### src/coproc_settings.svh
// Widths, depths, modulus and pipeline latencies of the coprocessor
`ifndef COPROC_SETTINGS_SVH
`define COPROC_SETTINGS_SVH

// Field element width and prime
`define COPROC_FE_W 32
`define COPROC_MODULUS 32'hFFFFFFFB

// RAM address widths, 256 entries each
`define COPROC_INST_AW 8
`define COPROC_DATA_AW 8

// Read latency of both RAMs in cycles
`define COPROC_RAM_LATENCY 2

// Modular ALU latency in cycles
`define COPROC_ALU_LATENCY 2

// Interrupt tag width
`define COPROC_TAG_W 8

`endif

### src/coproc_pkg.sv
// Shared types: field elements, RAM addresses, slot and instruction words,
// ALU requests and the interrupt header

`include "coproc_settings.svh"

package coproc_pkg;

typedef logic [`COPROC_FE_W-1:0]    fe_t;
typedef logic [`COPROC_INST_AW-1:0] inst_addr_t;
typedef logic [`COPROC_DATA_AW-1:0] data_addr_t;

// FE2 marks the first of two adjacent slots
typedef enum logic [1:0] {
  ELEM_FE  = 2'd0,
  ELEM_FE2 = 2'd1
} elem_type_t;

typedef struct packed {
  elem_type_t etype;
  fe_t        val;
} data_word_t;

typedef enum logic [3:0] {
  NOOP             = 4'd0,
  JUMP             = 4'd1,
  JUMP_IF_EQ       = 4'd2,
  JUMP_NONZERO_SUB = 4'd3,
  COPY_REG         = 4'd4,
  ADD_ELEMENT      = 4'd5,
  SUB_ELEMENT      = 4'd6,
  SEND_INTERRUPT   = 4'd7
} inst_code_t;

typedef struct packed {
  inst_code_t code;
  data_addr_t a;
  data_addr_t b;
  data_addr_t c;
} inst_t;

typedef enum logic {
  ALU_ADD = 1'b0,
  ALU_SUB = 1'b1
} alu_op_t;

typedef struct packed {
  alu_op_t op;
  fe_t     x;
  fe_t     y;
} alu_req_t;

// Sits in the low bits of the header beat
typedef struct packed {
  logic [`COPROC_TAG_W-1:0] tag;
  elem_type_t               etype;
  logic [1:0]               count;
} irq_hdr_t;

endpackage

### src/coproc_mod_alu.sv
`timescale 1ns/100ps
// Two-stage modular adder and subtractor on reduced field elements

`include "coproc_settings.svh"

module coproc_mod_alu
  import coproc_pkg::*;
(
  input  logic     i_clk,
  input  logic     i_rst,
  input  logic     i_req_val,
  input  alu_req_t i_req,
  output logic     o_res_val,
  output fe_t      o_res
);

localparam logic [`COPROC_FE_W:0] MOD = {1'b0, `COPROC_MODULUS};

// Top bit holds the carry of a sum or the borrow of a difference
logic [`COPROC_FE_W:0] raw_s1;
alu_op_t               op_s1;
logic                  val_s1;

always_ff @(posedge i_clk) begin
  if (i_req.op == ALU_ADD) begin
    raw_s1 <= {1'b0, i_req.x} + {1'b0, i_req.y};
  end else begin
    raw_s1 <= {1'b0, i_req.x} - {1'b0, i_req.y};
  end
  op_s1 <= i_req.op;

  // Correction stage
  if (op_s1 == ALU_ADD) begin
    o_res <= (raw_s1 >= MOD) ? fe_t'(raw_s1 - MOD) : fe_t'(raw_s1);
  end else begin
    // Borrow set when x < y so the modulus goes back in
    o_res <= raw_s1[`COPROC_FE_W] ? fe_t'(raw_s1 + MOD) : fe_t'(raw_s1);
  end
end

always_ff @(posedge i_clk) begin
  if (i_rst) begin
    val_s1    <= 1'b0;
    o_res_val <= 1'b0;
  end else begin
    val_s1    <= i_req_val;
    o_res_val <= val_s1;
  end
end

endmodule

### config.mk
export PLATFORM = sky130hd
export DESIGN_NAME = coproc_mod_alu
export DESIGN_NICKNAME = d
export VERILOG_FILES = /design/src/coproc_pkg.sv /design/src/coproc_mod_alu.sv
export VERILOG_INCLUDE_DIRS = /design/src
export SDC_FILE = /design/constraint.sdc
export NUM_CORES = 1
export LEC_CHECK = 0
export BUFFER_PORTS_ARGS = -buffer_cell sky130_fd_sc_hd__clkbuf_2
export CAP_MARGIN = 5
export CORE_UTILIZATION = 40
export CTS_BUF_LIST = sky130_fd_sc_hd__clkbuf_4
export DETAILED_ROUTE_END_ITERATION = 10
export SKIP_CTS_REPAIR_TIMING = 1
export SLEW_MARGIN = 20
export SYNTH_ARGS = -nofsm -noshare
export SYNTH_HDL_FRONTEND = slang
export SYNTH_SLANG_ARGS = --single-unit
export TNS_END_PERCENT = 100
### constraint.sdc
create_clock -name i_clk -period 3.6 [get_ports i_clk]
set_clock_uncertainty 0.2 [all_clocks]
set_input_delay 0.18 -clock i_clk [delete_from_list [all_inputs] [get_ports i_clk]]
set_output_delay 0.18 -clock i_clk [all_outputs]
set_load 0.005 [all_outputs]
Yosys cells after proc, flatten, opt, wreduce, memory -nomap -nowiden

Index checks and enable logic that the tools add are counted.

Register bits: 68
Bits in latches: 0
Memory bits (writable): 0
Memory bits (read-only): 0
Input bits: 68
Logic and storage cells: 14
Memories kept: 0

Add/subtract/negate cells: 4
Multiply operators: 0
Divide/modulo/power cells: 0
$lt $le $gt $ge: 1
Equality and inequality tests: 0
Shift-type cells: 0
Multiplexer cells: 4
Bitwise operators: 0
Reductions and logical operators: 0

Operators with widths:

| kind                     | count |
|---|---|
| $mux W32                 | 3 |
| $add A32 B32 Y33         | 1 |
| $ge A33 B32 Y1 const B   | 1 |
| $mux W33                 | 1 |
| $sub A32 B32 Y33         | 1 |
| $add A32 B32 Y32 const B | 1 |
| $sub A32 B32 Y32 const B | 1 |

Logic depth before layout (Yosys ltp)

Word-level depth: 3
Gate-level depth with buffers: 17
Gate-level depth less buffers: 16

Worst setup path before layout

Ideal clock, no wire load.

Kind: input-to-reg
Start: input i_req[3] (netlist bit)
End: register raw_s1[32]
Arrival: 3.307 ns
Path slack: -0.041 ns
Stages: 14
Path buffers: 1
Cell sequence: nor2_1 -> nor4b_1 -> and2_1 -> and3_1 -> nor3b_1 -> a21oi_1 -> xnor2_1 -> ha_1 -> clkbuf_1 -> nand3_1 -> or3_1 -> o311ai_0 -> a221oi_1 -> xor2_1

Longest elaborated chain between the ends: 2
Elaborated cells on any way between the ends: 3
Classes of those cells: 2 x add/sub; 1 x mux

RTL lines:

| item                                                        | line                                       | source |
|---|---|---|
| start, declared                                             | coproc_mod_alu.sv:12                       | `input alu_req_t i_req,` |
| $add A32 B32 Y33 / $sub A32 B32 Y33 (equally long branches) | coproc_mod_alu.sv:26, coproc_mod_alu.sv:28 |  |
| $mux W33 *                                                  | coproc_mod_alu.sv:25                       | `if (i_req.op == ALU_ADD) begin` |
| end signal, assigned                                        | coproc_mod_alu.sv:26                       | `raw_s1 <= {1'b0, i_req.x} + {1'b0, i_req.y};` |
| end signal, assigned                                        | coproc_mod_alu.sv:28                       | `raw_s1 <= {1'b0, i_req.x} - {1'b0, i_req.y};` |
| end, declared                                               | coproc_mod_alu.sv:20                       | `` logic [`COPROC_FE_W:0] raw_s1; `` |

Every way passes the cells marked *; elsewhere a longest branch is shown, timed or not.
A chain may end at the register's enable or synchronous reset.

Final worst setup path

Start: input i_req[1] (netlist bit)
End: register raw_s1[29]

Same word-level chain as after synthesis.

==> reports/metrics.csv <==
stage,metric,value,unit
status,run status,"finished, final reports clean",
synth,Synth async-reset ratio,0,%
die,core area,12200,um2
sta,fin. max-slew vios,0,
route,Residual DRC,0,
global_route,"Remaining Overflow, GRT",0,
route,drt total wl,13200,um
synth,largest family of logic cells by synthesized area,simple AND/OR/NAND/NOR gates,
clock_network,Clock Sinks,68,
setup_path,"Slowest-stage cell, CP",nor4b_1,
synth,Mapped Cells,648,
synth,syn_nets,752,
setup_path,worst path bufs/invs,3,
place,area of placed instances,6080,um2
place,Placer Congestion,0.837,
sta,unrepaired setup endpoints after global routing,no,
synth,post-synthesis mux area share,0.590,%
die,die area,13200,um2
sta,Final Worst Setup Slack,0.331,ns
power_and_ir_drop,peak supply drop,0.182,mV
die,starting density of the core,41.7,%
setup_path,cell family with most CP delay,simple AND/OR/NAND/NOR gates,
setup_path,cell depth of the worst flop-to-flop path,6,
setup_path,"Arr. time, crit path",3.36,ns
synth,Post-Synth Simple-Gate Area,23.0,%
worst_hold_path,Worst Hold Depth,4,
setup_path,Critical Path Sink Type,flop,
clock_network,"Reg clk slew, reported paths",0.10,ns
global_route,number of global-route vias before repair,4652,
clock_network,TritonCTS Buffers,9,
route,DRT iter0 DRCs,247,
die,I/O pins,101,
route,DR vias,5040,
route,routed vias/inst,5.22,
sta,setup TNS,0,ns
global_route,largest net degree at the start of global routing,19,
die,Rows,40,
run,Max Cap Viol,0,
route,WL/cell,13.7,um
synth,synth unique cells,67,
die,Die Y,115,um
global_route,antenna violations before repair,1,
synth,Seq cells post-synth,68,
setup_path,CP max stage delay,0.40,ns
clock_network,Clock Tree Root,clkbuf_4,
sta,Worst-Margin Slew,0.603,ns
final_layout,Syn-to-layout area delta,23.0,%
setup_path,Worst Path Required,3.69,ns
sta,fmax,306,MHz
clock_network,clk_lat worst skew,0.40,ns
setup_path,Levels on crit path,16,
synth,Adder-Cell Fraction of Synth Area,8.99,%
global_route,first-pass GRT wire length,21600,um
sta,Tmin final,3.27,ns
power_and_ir_drop,LEAKAGE,2.73,nW
synth,complex-gate fraction of the synthesized area,21.6,%
sta,Final Cycle Share,90.8,%
sta,setup violators final,0,
synth,post-synthesis xor/xnor area fraction,14.8,%
setup_path,crit path kind,input pin to flop,
global_route,Total GRT Usage,20.6,%
setup_path,crit path launch type,input pin,
synth,"EDFF count, synth",0,
clock_network,Bufs on Longest Clock Path,2,
synth,post-synthesis instance area,5090,um2
clock_network,CTS tree,built,
route,drt pass-1 iters,5,
final_layout,fraction of final layout cells sized beyond drive strength 1,22.1,%
power_and_ir_drop,pwr/cell area,449,nW/um2
synth,post-synthesis sequential area ratio,26.7,%
worst_hold_path,Hold Path Class,input pin to flop,
route,Post-DRT Antenna Nets,0,
place,pre-CTS WS,-0.135,ns
place,number of buffers added on ports,100,
synth,Synth Flop Type,dfxtp_1,
sta,max_slew headroom,59.4,%
sta,Final Hold Fails,0,
clock_network,CTS H-tree lvls,3,
place,Post-DP HPWL,11100,um
setup_path,critical-path maximum fanout,4,
final_layout,post-route cell area,6260,um2
setup_path,cells along the critical path,"clkbuf_2, inv_1, ha_1, nor4b_2, buf_4, and3_1, nand2_1, nor3_1, a21oi_1, xnor2_1, ha_1, nand3_1, nor4b_1, a21oi_1, mux2i_1, a2111oi_1",
die,Die Width,115,um
synth,Syn Area/Cell,7.86,um2
synth,warnings from Yosys,0,
final_layout,Layout Nets,895,
[cell usage in the layout, fill, tap and decap left out, drive strengths merged, types with 4 or more instances in the layout]
master,instances
nor3,29
a21o,8
xnor2,67
or4,4
xor2,19
nand2b,5
nor4,10
or3,6
dfxtp,68
nand3,11
nor2b,7
nor2,56
o21bai,6
a211oi,6
o22ai,4
o32ai,4
buf,48
nand4,12
a31oi,12
a41oi,4
o21ai,30
dlygate4sd3,7
and3,10
and4,4
clkinv,6
o21a,5
ha,35
clkbuf,109
nand2,59
a21oi,62
inv,33
nor4b,6
o211ai,4
[through the flow]
| step | utilization [%] | hold slack (ns) | instances | power [mW] |
|---|---|---|---|---|
| finish | 51.3 | 0.0120 | 965 | 2.82 |
| global route | 51.3 | 0.00560 | 965 | 3.05 |
| CTS | 50.6 | -0.298 | 957 | 2.83 |
| detailed placement | 49.8 | 0.166 | 941 | 2.45 |
| global placement | 49.8 | 0.155 | 941 | 2.43 |
| floorplan | - | 0.00772 | 648 | 1.98 |
[cell usage after synthesis (5+ instances only)]
master,n,area (um2)
a211oi_1,6,45.0
a21o_1,8,60.1
a21oi_1,61,305
a31oi_1,12,75.1
and3_1,9,56.3
clkbuf_1,20,75.1
dfxtp_1,68,1360
ha_1,35,438
inv_1,33,124
nand2_1,58,218
nand2b_1,5,31.3
nand3_1,11,55.1
nand4_1,12,75.1
nor2_1,56,210
nor2b_1,7,43.8
nor3_1,27,135
nor4_1,9,56.3
nor4b_1,6,52.6
o21a_1,5,37.5
o21ai_0,29,145
o21bai_1,6,45.0
or3_1,6,37.5
xnor2_1,67,587
xor2_1,19,166
[routing by layer]
layer	track usage (%)	vias to the layer above	share of wire, %
li1	-	2639	-
met1	28.0	2248	50
met2	32.7	137	44
met3	2.53	16	3.9
met4	9.35	0	2.3
met5	0	-	0
[worst reg2reg max path, delay by kind of cell, from the launching register on]
family | cells | cell delay, ns
flops | 1 | 0.41
compound gates | 2 | 0.60
xor+xnor | 1 | 0.16
simple gates | 3 | 1.27
[final timing paths]
check | endpoint | slack, ns | start
min | raw_s1[32]$_DFF_P_ | 0.01 | i_req[63]
max reg2reg | o_res[25]$_DFF_P_ | 0.84 | raw_s1[3]$_DFF_P_
max | raw_s1[29]$_DFF_P_ | 0.33 | i_req[1]
min reg2reg | o_res_val$_SDFF_PP0_ | 0.25 | val_s1$_SDFF_PP0_
[state kept, by name, summed over array words and instances, names as in the netlist]
register,flops
o_res_val,1
val_s1,1
raw_s1,33
op_s1,1
o_res,32
[cell type report]
class	count	area, um2
Fill cell	1208	5950
Multi-Input combinational cell	524	3530
Sequential cell	68	1360
Timing Repair Buffer	155	931
Tap cell	168	210
Inverter	33	124
Clock buffer	9	67.6
Clock inverter	7	33.8
Antenna cell	1	2.50
[cells by family after synthesis]
logic type / count (synthesis)
flip-flops: 68
XOR/XNOR: 86
AND/OR/NAND/NOR: 229
multiplexers: 3
adder cells (fa/ha/maj): 36
buffers and inverters: 56
AO/OA/AOI/OAI: 170
[report_power, final]
group          total, mW  switching, mW  internal (mW)
combinational       1.19          0.604          0.584
sequential          1.26          0.244           1.02
clock              0.367          0.236          0.131
total               2.82           1.08           1.73
No activity file was read; power rests on OpenSTA's default activity.
