**src/coproc_settings.svh**
```systemverilog
// Widths, depths, modulus and pipeline latencies of the coprocessor
`ifndef COPROC_SETTINGS_SVH
`define COPROC_SETTINGS_SVH

// Field element width and prime
`define COPROC_FE_W 32
`define COPROC_MODULUS 32'hFFFFFFFB

// RAM address widths, 256 entries each
`define COPROC_INST_AW 8
`define COPROC_DATA_AW 8

// Read latency of both RAMs in cycles
`define COPROC_RAM_LATENCY 2

// Modular ALU latency in cycles
`define COPROC_ALU_LATENCY 2

// Interrupt tag width
`define COPROC_TAG_W 8

`endif

```
**src/coproc_pkg.sv**
```systemverilog
// Shared types: field elements, RAM addresses, slot and instruction words,
// ALU requests and the interrupt header

`include "coproc_settings.svh"

package coproc_pkg;

typedef logic [`COPROC_FE_W-1:0]    fe_t;
typedef logic [`COPROC_INST_AW-1:0] inst_addr_t;
typedef logic [`COPROC_DATA_AW-1:0] data_addr_t;

// FE2 marks the first of two adjacent slots
typedef enum logic [1:0] {
  ELEM_FE  = 2'd0,
  ELEM_FE2 = 2'd1
} elem_type_t;

typedef struct packed {
  elem_type_t etype;
  fe_t        val;
} data_word_t;

typedef enum logic [3:0] {
  NOOP             = 4'd0,
  JUMP             = 4'd1,
  JUMP_IF_EQ       = 4'd2,
  JUMP_NONZERO_SUB = 4'd3,
  COPY_REG         = 4'd4,
  ADD_ELEMENT      = 4'd5,
  SUB_ELEMENT      = 4'd6,
  SEND_INTERRUPT   = 4'd7
} inst_code_t;

typedef struct packed {
  inst_code_t code;
  data_addr_t a;
  data_addr_t b;
  data_addr_t c;
} inst_t;

typedef enum logic {
  ALU_ADD = 1'b0,
  ALU_SUB = 1'b1
} alu_op_t;

typedef struct packed {
  alu_op_t op;
  fe_t     x;
  fe_t     y;
} alu_req_t;

// Sits in the low bits of the header beat
typedef struct packed {
  logic [`COPROC_TAG_W-1:0] tag;
  elem_type_t               etype;
  logic [1:0]               count;
} irq_hdr_t;

endpackage

```
**src/coproc_irq_tx.sv**
```systemverilog
`timescale 1ns/100ps
// Interrupt transmitter: header beat, then up to two buffered slot words
// out on a ready-based stream

module coproc_irq_tx
  import coproc_pkg::*;
(
  input  logic     i_clk,
  input  logic     i_rst,
  input  logic     i_hdr_val,
  input  irq_hdr_t i_hdr,
  input  logic     i_word_val,
  input  fe_t      i_word,
  output logic     o_idle,
  output fe_t      o_tx_dat,
  output logic     o_tx_val,
  output logic     o_tx_sop,
  output logic     o_tx_eop,
  input  logic     i_tx_rdy
);

typedef enum logic [1:0] {
  WAIT_HDR,
  SEND_HDR,
  SEND_DATA
} tx_state_t;

tx_state_t  state;
irq_hdr_t   hdr_l;
fe_t        word_buf [2];
logic [1:0] wr_cnt;
logic [1:0] rem;
logic [1:0] rd_idx;
logic       adv;

assign o_idle = (state == WAIT_HDR);
// Output beat may be replaced once taken or empty
assign adv    = !o_tx_val || i_tx_rdy;
assign rd_idx = hdr_l.count - rem;

always_ff @(posedge i_clk) begin
  if (i_word_val) word_buf[wr_cnt[0]] <= i_word;
  if (i_hdr_val && state == WAIT_HDR) hdr_l <= i_hdr;
  if (adv) begin
    if (state == SEND_HDR) begin
      o_tx_dat <= fe_t'(hdr_l);
    end else if (state == SEND_DATA) begin
      o_tx_dat <= word_buf[rd_idx[0]];
    end
  end
end

always_ff @(posedge i_clk) begin
  if (i_rst) begin
    state    <= WAIT_HDR;
    wr_cnt   <= '0;
    rem      <= '0;
    o_tx_val <= 1'b0;
    o_tx_sop <= 1'b0;
    o_tx_eop <= 1'b0;
  end else begin
    if (i_word_val) wr_cnt <= wr_cnt + 1'b1;
    case (state)
      WAIT_HDR: begin
        if (i_hdr_val) begin
          rem    <= i_hdr.count;
          wr_cnt <= '0;
          state  <= SEND_HDR;
        end
      end
      SEND_HDR: begin
        if (adv) begin
          o_tx_val <= 1'b1;
          o_tx_sop <= 1'b1;
          o_tx_eop <= 1'b0;
          state    <= SEND_DATA;
        end
      end
      SEND_DATA: begin
        if (adv) begin
          o_tx_sop <= 1'b0;
          if (rem == 0) begin
            // Last word taken
            o_tx_val <= 1'b0;
            o_tx_eop <= 1'b0;
            state    <= WAIT_HDR;
          end else if (wr_cnt > rd_idx) begin
            o_tx_val <= 1'b1;
            o_tx_eop <= (rem == 2'd1);
            rem      <= rem - 1'b1;
          end else begin
            o_tx_val <= 1'b0;
          end
        end
      end
      default: state <= WAIT_HDR;
    endcase
  end
end

endmodule

```
**config.mk**
```make
export PLATFORM = sky130hd
export DESIGN_NAME = coproc_irq_tx
export DESIGN_NICKNAME = d
export VERILOG_FILES = /design/src/coproc_pkg.sv /design/src/coproc_irq_tx.sv
export VERILOG_INCLUDE_DIRS = /design/src
export SDC_FILE = /design/constraint.sdc
export NUM_CORES = 1
export LEC_CHECK = 0
export ABC_AREA = 1
export ABC_CLOCK_PERIOD_IN_PS = 2800
export BUFFER_PORTS_ARGS = -buffer_cell sky130_fd_sc_hd__clkbuf_2
export CAP_MARGIN = 5
export CORE_MARGIN = 1.5
export CORE_UTILIZATION = 54
export CTS_CLUSTER_SIZE = 28
export DETAILED_ROUTE_END_ITERATION = 10
export GPL_TIMING_DRIVEN = 0
export HOLD_SLACK_MARGIN = 0.02
export PLACE_DENSITY = 0.78
export SLEW_MARGIN = 10
export SYNTH_ARGS = -nofsm -noshare
export SYNTH_HDL_FRONTEND = slang
export SYNTH_SLANG_ARGS = --single-unit
```
**constraint.sdc**
```tcl
create_clock -name i_clk -period 2.8 [get_ports i_clk]
set_input_delay 0.56 -clock i_clk [delete_from_list [all_inputs] [get_ports i_clk]]
set_output_delay 0.56 -clock i_clk [all_outputs]
set_load 0.01 [all_outputs]
```
# ---- Yosys cells after proc, flatten, opt, wreduce, memory -nomap -nowiden
# Memory sizes are Yosys's and may differ from the RTL's.
# Index checks and enable logic that the tools add are counted.
# Widths: inputs -> output; s select.
dict set report word_totals {
  ff_bits 53
  ram_bits 64
  input_bits 49
  out_inout_bits 36
  mem_count 1
}
# memory depth word_bits read_ports rd_clocked_by_memory_dff wr line
set mem_list {}
lappend mem_list {word_buf 2 32 1 0 1 coproc_irq_tx.sv:30} ;# fe_t word_buf [2];
dict set report classes {
  add_sub_neg 3
  n_lt_le_gt_ge 1
  eq_ne 10
  muxes 28
  reduce_logical 12
}
# op n
set ops {}
lappend ops {{$mux 32} 1}
lappend ops {{$mux 2} 11}
lappend ops {{$mux 12} 1}
lappend ops {{$mux 1} 10}
lappend ops {{$ne 2x2->1 const B} 4}
lappend ops {{$reduce_and 4->1} 2}
lappend ops {{$pmux 1 s2} 3}
lappend ops {{$pmux 2 s3} 1}
lappend ops {{$reduce_and 5->1} 1}
lappend ops {{$eq 2x1->1 const B} 2}
lappend ops {{$logic_not 2->1} 2}
lappend ops {{$ne 2x1->1 const B} 2}
lappend ops {{$pmux 2 s2} 1}
lappend ops {{$reduce_bool 2->1} 2}
lappend ops {{$ne 3x1->1 const B} 1}
lappend ops {{$reduce_and 3->1} 1}
lappend ops {{$add 2x1->2 const B} 1}
lappend ops {{$eq 2x2->1 const B} 1}
lappend ops {{$gt 2x2->1} 1}
lappend ops {{$reduce_and 2->1} 1}
lappend ops {{$sub 2x1->2 const B} 1}
lappend ops {{$sub 2x2->2} 1}
lappend ops {{$logic_and 1x1->1} 1}
lappend ops {{$logic_not 1->1} 1}
lappend ops {{$logic_or 1x1->1} 1}

# ---- Logic depth before layout (Yosys ltp)
# Gate-level depths: netlist of run 1.
dict set report depth {
  word_depth 6
  ltp_mapped 13
  ltp_nobuf 12
}

# ---- Least setup slack after synthesis of run 1
# Ideal clock, no wire load.
dict set report synth_path {
  path_kind {flip-flop to flip-flop}
  start {register state[0]}
  end {register o_tx_dat[0], enable pin}
  setup_ps 422
  arrival_time_ps 2087
  required_time_ps 2378
  slack_ps 291
  stages_incl_launch_ff 5
  n_path_buf 0
  period_less_slack_ps 2509
  cell_sequence {dfxtp_1 -> inv_1 -> ha_1 -> inv_1 -> nor2_1}
}
dict set report synth_between {
  elab_chain_len 3
}
# element line
set synth_rtl {}
lappend synth_rtl {{start, declared} coproc_irq_tx.sv:28} ;# tx_state_t state;
lappend synth_rtl {{start signal, assigned} coproc_irq_tx.sv:55} ;# state <= WAIT_HDR;
lappend synth_rtl {{start signal, assigned} coproc_irq_tx.sv:68} ;# state <= SEND_HDR;
lappend synth_rtl {{start signal, assigned} coproc_irq_tx.sv:76} ;# state <= SEND_DATA;
lappend synth_rtl {{$eq 2x1->1 / $eq 2x2->1 (equally long branches)} {coproc_irq_tx.sv:45, coproc_irq_tx.sv:47}}
lappend synth_rtl {{$reduce_bool 2->1 (no line) (*)} n/a}
lappend synth_rtl {{$reduce_and 2->1 (no line) (*)} n/a}
lappend synth_rtl {{end signal, assigned} coproc_irq_tx.sv:46} ;# o_tx_dat <= fe_t'(hdr_l);
lappend synth_rtl {{end signal, assigned} coproc_irq_tx.sv:48} ;# o_tx_dat <= word_buf[rd_idx[0]];
lappend synth_rtl {{end, declared} coproc_irq_tx.sv:15} ;# output fe_t o_tx_dat,
# Every way passes the cells marked *; elsewhere a longest branch is shown, timed or not.
# A chain may end at the register's enable or synchronous reset.

# ---- Worst setup path after layout of run 1
dict set report layout_path {
  start {register rem[0]}
  end {register rem[0]}
}
dict set report layout_between {
  elab_chain_len 5
}
# element line
set layout_rtl {}
lappend layout_rtl {{start, declared} coproc_irq_tx.sv:32} ;# logic [1:0] rem;
lappend layout_rtl {{start signal, assigned} coproc_irq_tx.sv:66} ;# rem <= i_hdr.count;
lappend layout_rtl {{start signal, assigned} coproc_irq_tx.sv:90} ;# rem <= rem - 1'b1;
lappend layout_rtl {{branches (longest 5 deep; another with $sub 2x2->2)} n/a}
# Parallel ways; which one is timed is not known. The select of a mux whose other input is x is not followed.

==> results of run 1 <==
-- per-layer routing --
metal  routed length, um  global-route usage
met5                   0                   0
met4                  99             0.08333
met3                 485             0.06667
met2                4888              0.3984
met1                3586              0.2629
-- kinds of logic after synthesis --
family,count (synthesis)
fa+ha+maj,10
flops,117
compound gates,55
simple gates,104
xor+xnor,3
buf+inv,33
-- power by group --
part	total, mW	leakage [nW]	internal [mW]	switching, mW
clock	2.29	0.298	1.53	0.756
sequential	2.70	1.09	2.56	0.140
combinational	1.97	0.871	0.655	1.31
-- cells in the final DEF, fill, tap and decap left out --
cell / instances
clkbuf_1: 6
nor2_1: 65
a22oi_1: 1
buf_16: 1
nand3_1: 4
ha_2: 2
nor2_4: 1
o21ai_0: 27
clkinv_2: 3
clkbuf_8: 1
a21oi_2: 1
xor2_1: 2
ha_1: 8
nand3b_1: 1
clkinv_4: 1
inv_6: 1
nand2_1: 32
clkbuf_2: 84
a21oi_1: 26
clkinvlp_4: 3
dfxtp_1: 9
nand2_2: 1
clkbuf_16: 16
bufinv_16: 5
buf_2: 6
inv_1: 20
inv_2: 3
edfxtp_1: 108
xnor2_1: 1
-- state kept, by name (all words and copies together), names as in the netlist --
signal    cells
wr_cnt        2
hdr_l        12
rem           2
word_buf     64
o_tx_dat     32
o_tx_val      1
state         2
o_tx_sop      1
o_tx_eop      1
-- layout make-up --
class,count,area (um2),area share
plain buffers,10,45.04,0.008038
clock buffers,19,421.7,0.07524
clock inverters,13,205.2,0.03662
inverters,23,86.33,0.01541
multi-input cells,172,847.1,0.1511
flip-flops and latches,117,3423,0.6109
well taps,102,127.6,0.02277
repair buffers,85,447.9,0.07993
-- per-stage QoR --
| step | std cells | setup TNS (ns) | setup WS, ns |
|---|---|---|---|
| finish | 541 | 0 | 0.6783 |
| CTS | 541 | 0 | 0.6765 |
| floorplan | 322 | 0 | 0.2915 |
| global route | 541 | 0 | 0.5030 |
| global placement | 508 | -15.16 | -0.4749 |
| detailed placement | 509 | 0 | 0.7343 |
-- worst max-delay path by stage --
stage | to | depth (start not counted)
CTS | rem[0]$_SDFFE_PP0P_ | 11
detailed placement | rem[0]$_SDFFE_PP0P_ | 10
finish | rem[0]$_SDFFE_PP0P_ | 10
global placement | o_tx_dat[30]$_SDFFCE_PP0P_ | 4
global route | rem[0]$_SDFFE_PP0P_ | 11
floorplan | o_tx_dat[0]$_DFFE_PP_ | 4
==> results.tsv, run 1 <==
metric	value	unit
Starting DRT DRC Count	138	
Critical Path Most Common Cell	nand2_1	
Nets	485	
Worst Hold End	o_tx_eop$_SDFFE_PP0P_	
Synth async-reset ratio	0	
Initial Util	0.5622	
reg2reg end	rem[0]$_SDFFE_PP0P_	
port bufs	84	
CTS tree	done	
Synth area leader	edfxtp_1	
post-route clock period utilization	0.7578	
total global routing overflow	0	
Synth Area in Compound Gates	0.06414	
Final Setup Violations	0	
fill cell count	520	
synthesized area per cell	13.63	um2
CTS clk-pin slew, worst paths	0.06	ns
Cell Area, Placed	4977	um2
Routed WL	9.060	mm
hold path depth	2	
Routed WL per cell	16.75	um
Final Cell Area	5604	um2
crit path kind	register to register	
H-tree Lvls	4	
peak supply drop	753.4	uV
fmax	471.3	MHz
Post-Syn Area	4389	um2
top cells by count, synth	edfxtp_1 (108), nor2_1 (66), nand2_1 (32)	
CP max stage cell	dfxtp_1	
synth warn	0	
share of layout cells above drive strength 1	0.2938	
mux cell area share after synthesis	0	
worst r2r src	rem[0]$_SDFFE_PP0P_	
FF+latch count, synth	117	
Simple-Gate Fraction of Synth Area	0.09151	
total number of vias	2785	
Worst Setup Start Kind	register	
Worst slew margin	0.4157	
count leader, synth	edfxtp_1	
IO Pins	85	
post-synth top area share	0.7389	
power density over cell area	1241	nW/um2
core area	7807	um2
number of global-route vias before repair	2838	
area grow syn2layout	27.68	%
final hold slack	0.2283	ns
worst path cell trace	ha_1 -> inv_1 -> buf_2 -> ha_1 -> nand2_1 -> nand3_1 -> nand2_1 -> nand3_1 -> nand2_1 -> nor2_1	
Post-synth EDFFs	108	
Max-Cap Viols	0	
Tmin final	2.122	ns
post-synthesis sequential area ratio	0.7799	
worst reg2reg path depth	10	
largest family of logic cells by synthesized area	simple AND/OR/NAND/NOR gates	
clock buffer depth	2	
initial antenna violation count	0	
total design power	6.955	mW
Post-Synth Adder-Cell Area	0.02851	
# clock sinks	117	
Primary FF master, synth	edfxtp_1	
post-CTS setup buffers	0	
Pleak	2.263	nW
Hold Buf Count CTS	0	
worst skew pair latency	0.51	ns
post-synthesis xor/xnor area fraction	0.005986	
drt first pass iters	4	
CP peak stage delay	0.42	ns
endpoints failing hold	0	
Reg2Reg Setup Slack	0.68	ns
slew of the pin with the lowest slew margin	0.8764	ns
maximum fanout along the worst path	10	
All-Layer GR Usage	0.2268	
Slew Limit Fails	0	
vias per cell	5.148	
Worst setup EP type	register	
RSZ-0062 raised after global routing	no	
Hold Startpoint	i_rst	
row count	32	
Buf/Inv on CP	2	
post-detail-place hpwl	5.477	mm
Post-Syn Nets	381	
critical path startpoint	rem[0]$_SDFFE_PP0P_	
Synth cell types	18	
Gates resized, CTS repair	0	
final core occ	0.7178	
Final GP Congestion	0.8580	
Crit path arrival time	2.52	ns
Worst Path Required	3.20	ns
status	complete, no violations	
total CTS buffers	17	
Area contributors post-synth	edfxtp_1 (74%), nor2_1 (5.6%), dfxtp_1 (4.1%)	
largest net degree at the start of global routing	33	
Die Span Y	93.16	um
Remaining DRCs	0	
Worst Clk Skew	0.006137	ns
area of the die	8678	um2
Synth Instances	322	
Die Wd	93.16	um
Worst path top cell family by delay	adder cells	
Post-DRT Antenna Nets	0	
first-pass GRT wire length	14.10	mm
Antenna diodes	0	
Min-Delay Path Class	input pin to register	
root buffer cell	clkbuf_8	
No activity file was read; power rests on OpenSTA's default activity.
==> run 2: changes to the inputs <==
Settings changed: ABC_AREA 1 to 0, ABC_CLOCK_PERIOD_IN_PS 2800 to 1900, CORE_UTILIZATION 54 to 49, PLACE_DENSITY 0.78 to 0.75.
Clock period 2.8 ns to 1.9 ns, I/O delays scaled along.
==> run 2 against run 1 <==
Effect of this change: the run now ends with setup timing left; synthesized cell count is 17% lower; register-to-register slack got worse by 0.83 ns; global-route usage down 5.6 points; area after synthesis increased by 1.0%; via count shrank 10%; hold slack got worse by 0.18 ns; worst setup slack lost 0.83 ns; cell count fell by 9.6%; combinational power down 45%; flip-flop and latch count did not move; clock power increased by 31%; fmax grew 3.5%; critical path type unchanged; critical endpoint is now o_tx_eop$_SDFFE_PP0P_; largest cell class unchanged.
==> results.tsv, run 2 <==
metric	value	unit
commonest cells after routing, fill and taps aside	edfxtp_1 (108), clkbuf_2 (84), mux2i_1 (34)	
post-synthesis sequential area ratio	0.7722	
Largest register FFs	64	
slew of the pin with the lowest slew margin	0.8661	ns
largest net degree at the start of global routing	35	
CP max stage cell	edfxtp_1	
Synth Instances	267	
Post-Syn Nets	326	
Post-synth EDFFs	108	
Max-Cap Viols	0	
All-Layer GR Usage	0.1713	
top cells by count, synth	edfxtp_1 (108), mux2i_1 (34), nor2_1 (27)	
Final GP Congestion	0.7654	
Initial Util	0.5059	
FF+latch count, synth	117	
Post-Syn Area	4433	um2
leading cell type in the layout, fill and taps excluded	edfxtp_1	
peak supply drop	613.9	uV
Worst Setup Start Kind	register	
CTS tree	done	
endpoints failing hold	0	
setup ws final	-0.1495	ns
fmax	487.9	MHz
synth warn	0	
number of global-route vias before repair	2534	
status	finished, violations left	
Remaining DRCs	0	
worst path cell trace	inv_2 -> ha_4 -> xnor2_2 -> xnor2_1 -> ha_1 -> nor2b_4 -> a2bb2oi_1 -> or3b_1 -> a31oi_1	
Die Span Y	98.12	um
crit path kind	register to register	
count leader, synth	edfxtp_1	
final hold slack	0.04952	ns
Worst path top cell family by delay	simple AND/OR/NAND/NOR gates	
CP peak stage delay	0.39	ns
failing checks	setup timing	
Primary FF master, synth	edfxtp_1	
Synth async-reset ratio	0	
Buf/Inv on CP	1	
Die Wd	98.12	um
RSZ-0062 raised after global routing	yes	
share of layout cells above drive strength 1	0.3517	
IO Pins	85	
Worst Clk Skew	0.007267	ns
Pleak	2.202	nW
Synth area leader	edfxtp_1	
Worst slew margin	0.4226	
Post-DRT Antenna Nets	0	
area grow syn2layout	26.90	%
Starting DRT DRC Count	92	
area of the die	9627	um2
H-tree Lvls	4	
total global routing overflow	0	
Tmin final	2.049	ns
Antenna diodes	0	
Routed WL per cell	15.65	um
Area contributors post-synth	edfxtp_1 (73%), mux2i_1 (7.7%), dfxtp_1 (4.1%)	
worst skew pair latency	0.51	ns
Cell Area, Placed	5030	um2
Worst Path Required	2.32	ns
uppermost routed layer	met4	
post-CTS setup buffers	0	
core area	8763	um2
Min-Delay Path Class	input pin to register	
total CTS buffers	17	
total number of vias	2499	
Final Setup Violations	2	
root buffer cell	clkbuf_8	
vias per cell	5.110	
Slew Limit Fails	0	
Detail Route met3 WL	447	um
row count	34	
Routed WL	7.653	mm
fill cell count	632	
Synth cell types	32	
Seq. cell area	3425	um2
port bufs	84	
power density over cell area	1300	nW/um2
post-detail-place hpwl	4.782	mm
first-pass GRT wire length	12.11	mm
clock buffer depth	2	
initial antenna violation count	0	
Final Cell Area	5625	um2
WL met1	2.992	mm
Worst setup EP type	register	
Met2 Wirelength	4.072	mm
footprint of the multi-input gates	978.4	um2
# clock sinks	117	
maximum fanout along the worst path	3	
post-route clock period utilization	1.079	
synthesized area per cell	16.60	um2
Crit path arrival time	2.47	ns
Nets	428	
drt first pass iters	4	
CTS clk-pin slew, worst paths	0.06	ns
post-synth top area share	0.7316	
run 2: changes by cell type in the layout (fill, tap and decap cells not counted), moves of 5 or more:
cell,delta
a21oi_1,-24
nand2b_1,+5
mux2i_1,+34
nor2_1,-38
o21ai_1,+9
nand2_1,-19
o21ai_0,-24
inv_1,-13
run 2: cells by family (layout without fill, tap and decap cells):
family | after synthesis | count (layout) | share of synthesized area
DFF | 117 | 117 | 0.7722
and+or+nand+nor | 53 | 53 | 0.05391
muxes | 35 | 35 | 0.07931
AOI/OAI and AO/OA | 29 | 29 | 0.04064
buffers and inverters | 20 | 134 | 0.01975
adders and majority gates | 10 | 10 | 0.02822
xor gates and xnor gates | 3 | 3 | 0.005928
run 2: layout make-up:
| type | count | area share |
|---|---|---|
| plain buffers | 10 | 0.01134 |
| clock buffers | 17 | 0.07362 |
| clock inverters | 14 | 0.02714 |
| inverters | 9 | 0.006450 |
| multi-input cells | 130 | 0.1739 |
| flip-flops and latches | 117 | 0.6088 |
| well taps | 108 | 0.02402 |
| repair buffers | 84 | 0.07473 |
run 2: repair_timing:
item                       4_1_cts  5_1_grt
hold buffers                     0        0
resized for setup                7        5
pin swaps                        5        4
setup endpoints to repair        4       41
run 2: worst paths after layout:
check,from,endpoint,slack (ns),cells past startpoint
worst min-delay path,i_hdr[7],hdr_l[7]$_DFFE_PP_,0.05,1
worst max-delay path,hdr_l[0]$_DFFE_PP_,o_tx_eop$_SDFFE_PP0P_,-0.15,9
worst max register to register,hdr_l[0]$_DFFE_PP_,o_tx_eop$_SDFFE_PP0P_,-0.15,9
worst min register to register,o_tx_sop$_SDFFE_PP0P_,o_tx_sop$_SDFFE_PP0P_,0.50,2
run 2: metrics by stage:
| step | std cells | TNS (ns) | util | total power [mW] | setup slack [ns] |
|---|---|---|---|---|---|
| final | 489 | -0.2686 | 0.6419 | 7.315 | -0.1495 |
| after CTS | 489 | -0.3450 | 0.6401 | 7.372 | -0.1991 |
| after global routing | 489 | -0.4357 | 0.6419 | 7.632 | -0.2172 |
| after detailed placement | 459 | -0.5457 | 0.5740 | 4.369 | -0.2750 |
| after global placement | 459 | -17.43 | 0.5734 | 4.331 | -0.2759 |
| after floorplan | 267 | -0.1101 | - | 4.000 | -0.08269 |
run 2: per-layer routing:
metal  vias to the layer above  GRT usage
li1                       1209          -
met2                        83     0.2875
met3                        14    0.05941
met4                         0    0.08791
met1                      1193     0.1938
met5                         -          0
run 2: worst register-to-register path: stages (launching register included):
cell,delay (ns)
edfxtp_1,0.39
inv_2,0.08
ha_4,0.13
xnor2_2,0.11
xnor2_1,0.15
ha_1,0.28
nor2b_4,0.15
a2bb2oi_1,0.14
or3b_1,0.35
a31oi_1,0.19
run 2: where the power goes:
part / internal (mW) / leakage, nW / switching (mW)
registers: 3.17 / 1.09 / 0.0797
clock network: 1.86 / 0.269 / 1.12
logic: 0.449 / 0.841 / 0.633
total: 5.48 / 2.20 / 1.83
==> run 3: changes to the inputs <==
Settings changed: PLACE_DENSITY 0.75 to 0.81.
==> run 3 against run 2 <==
Effect of this change: the run still ends with setup timing left; fmax shrank 2.0%; critical endpoint unchanged; hold slack improved by 0.013 ns; flip-flop and latch count did not move; highest routed layer unchanged; die area did not move; power rose by 2.9%; register-to-register slack worse by 0.04 ns; global-route usage up 0.67 points; sequential power hardly changed; first-iteration DRC count fell by 14%; clock skew increased by 0.0017 ns; core utilization increased by 0.49 points.
==> results.tsv, run 3 (synthesis results as in run 2) <==
metric	value	unit
Final GP Congestion	0.7167	
fmax	478.4	MHz
crit path kind	register to register	
final core occ	0.6468	
fill cell count	635	
Slew Limit Fails	0	
worst skew pair latency	0.49	ns
setup ws final	-0.1905	ns
first-pass GRT wire length	12.70	mm
Worst Setup Start Kind	register	
initial antenna violation count	0	
Met2 Wirelength	4.360	mm
Die Wd	98.12	um
Detail Route met3 WL	367	um
Crit path arrival time	2.51	ns
power density over cell area	1328	nW/um2
All-Layer GR Usage	0.1780	
largest net degree at the start of global routing	35	
root buffer cell	clkbuf_8	
endpoints failing hold	0	
Reg2Reg Setup Slack	-0.19	ns
Routed WL	7.919	mm
number of global-route vias before repair	2630	
total CTS buffers	17	
Hold Buf Count CTS	0	
vias per cell	5.071	
# clock sinks	117	
Pleak	2.228	nW
Max-Cap Viols	0	
Antenna diodes	0	
area of the die	9627	um2
Initial Util	0.5059	
commonest cells after routing, fill and taps aside	edfxtp_1 (108), clkbuf_2 (84), mux2i_1 (34)	
Starting DRT DRC Count	79	
slew of the pin with the lowest slew margin	0.8349	ns
Worst slew margin	0.4434	
drt first pass iters	4	
H-tree Lvls	4	
failing checks	setup timing	
leading cell type in the layout, fill and taps excluded	edfxtp_1	
Die Span Y	98.12	um
Post-DRT Antenna Nets	0	
IO Pins	85	
uppermost routed layer	met4	
share of layout cells above drive strength 1	0.3464	
dpl cells	459	
maximum fanout along the worst path	3	
status	finished, violations left	
CTS clk-pin slew, worst paths	0.06	ns
Remaining DRCs	0	
RSZ-0062 raised after global routing	yes	
Min-Delay Path Class	input pin to register	
Layout Cells excl Fill	492	
post-route clock period utilization	1.100	
Largest register FFs	64	
clock buffer depth	2	
Final Setup Violations	3	
total number of vias	2495	
footprint of the multi-input gates	963.4	um2
row count	34	
Nets	431	
WL met1	3.149	mm
port bufs	84	
Worst Path Required	2.32	ns
Seq. cell area	3423	um2
Worst Clk Skew	0.008952	ns
Routed WL per cell	16.10	um
area grow syn2layout	27.86	%
Worst setup EP type	register	
peak supply drop	777.8	uV
post-detail-place hpwl	5.097	mm
CTS tree	done	
core area	8763	um2
total global routing overflow	0	
Tmin final	2.090	ns
## run 3: cell types whose count changed in the layout (fill, tap and decap cells not counted), moves of 2 or more
cell / change
buf_4: +3
bufinv_16: +2
clkinv_2: +2
clkinv_4: -3
inv_6: -2
## run 3: worst paths after layout
check | cells after the start | startpoint | endpoint
max | 9 | hdr_l[0]$_DFFE_PP_ | o_tx_eop$_SDFFE_PP0P_
min | 1 | i_hdr[10] | hdr_l[10]$_DFFE_PP_
max reg2reg | 9 | hdr_l[0]$_DFFE_PP_ | o_tx_eop$_SDFFE_PP0P_
min reg2reg | 2 | o_tx_sop$_SDFFE_PP0P_ | o_tx_sop$_SDFFE_PP0P_
## run 3: worst max-delay path, cell delays in order, from the launching register on
cell and delay (ns):
edfxtp_1 0.40, inv_1 0.08, ha_2 0.18, xnor2_2 0.12
xnor2_1 0.14, ha_1 0.28, nor2b_4 0.15, a2bb2oi_1 0.13
or3b_1 0.35, a31oi_1 0.17
## run 3: layout make-up
type                    instances  share of cell area
flip-flops and latches        117              0.6040
multi-input cells             130              0.1700
clock inverters                13             0.03223
plain buffers                  10             0.01170
repair buffers                 87             0.07815
clock buffers                  18             0.07373
well taps                     108             0.02384
inverters                       9            0.006402
## run 3: routing by layer
layer  global-route usage  vias to the layer above
met2               0.3268                       66
met1               0.1897                     1213
met4              0.06923                        0
li1                     -                     1214
met5                    0                        -
met3              0.05583                        2
## run 3: repair_timing
item,CTS,global route
pin swaps,5,4
gates resized for setup,6,2
setup endpoints to repair,4,45
endpoints found under the hold margin,0,0
setup buffers,2,1
## run 3: report_power, final
| group | leakage [nW] | internal [mW] | switching (mW) | total (mW) |
|---|---|---|---|---|
| logic | 0.854 | 0.455 | 0.635 | 1.09 |
| registers | 1.09 | 3.17 | 0.0825 | 3.25 |
| clock network | 0.283 | 2.12 | 1.07 | 3.19 |
## run 3: metrics by stage
step	hold slack (ns)	setup TNS [ns]	setup slack (ns)	power, mW	instance area [um2]
after floorplan	0.4789	-0.1101	-0.08269	4.000	4469
after global placement	0.4985	-17.37	-0.2663	4.329	5025
after detailed placement	0.5062	-0.5440	-0.2911	4.378	5030
after CTS	0.03116	-0.4623	-0.1866	7.594	5657
after global routing	0.03686	-0.8080	-0.3008	7.832	5668
final	0.06233	-0.4870	-0.1905	7.530	5668
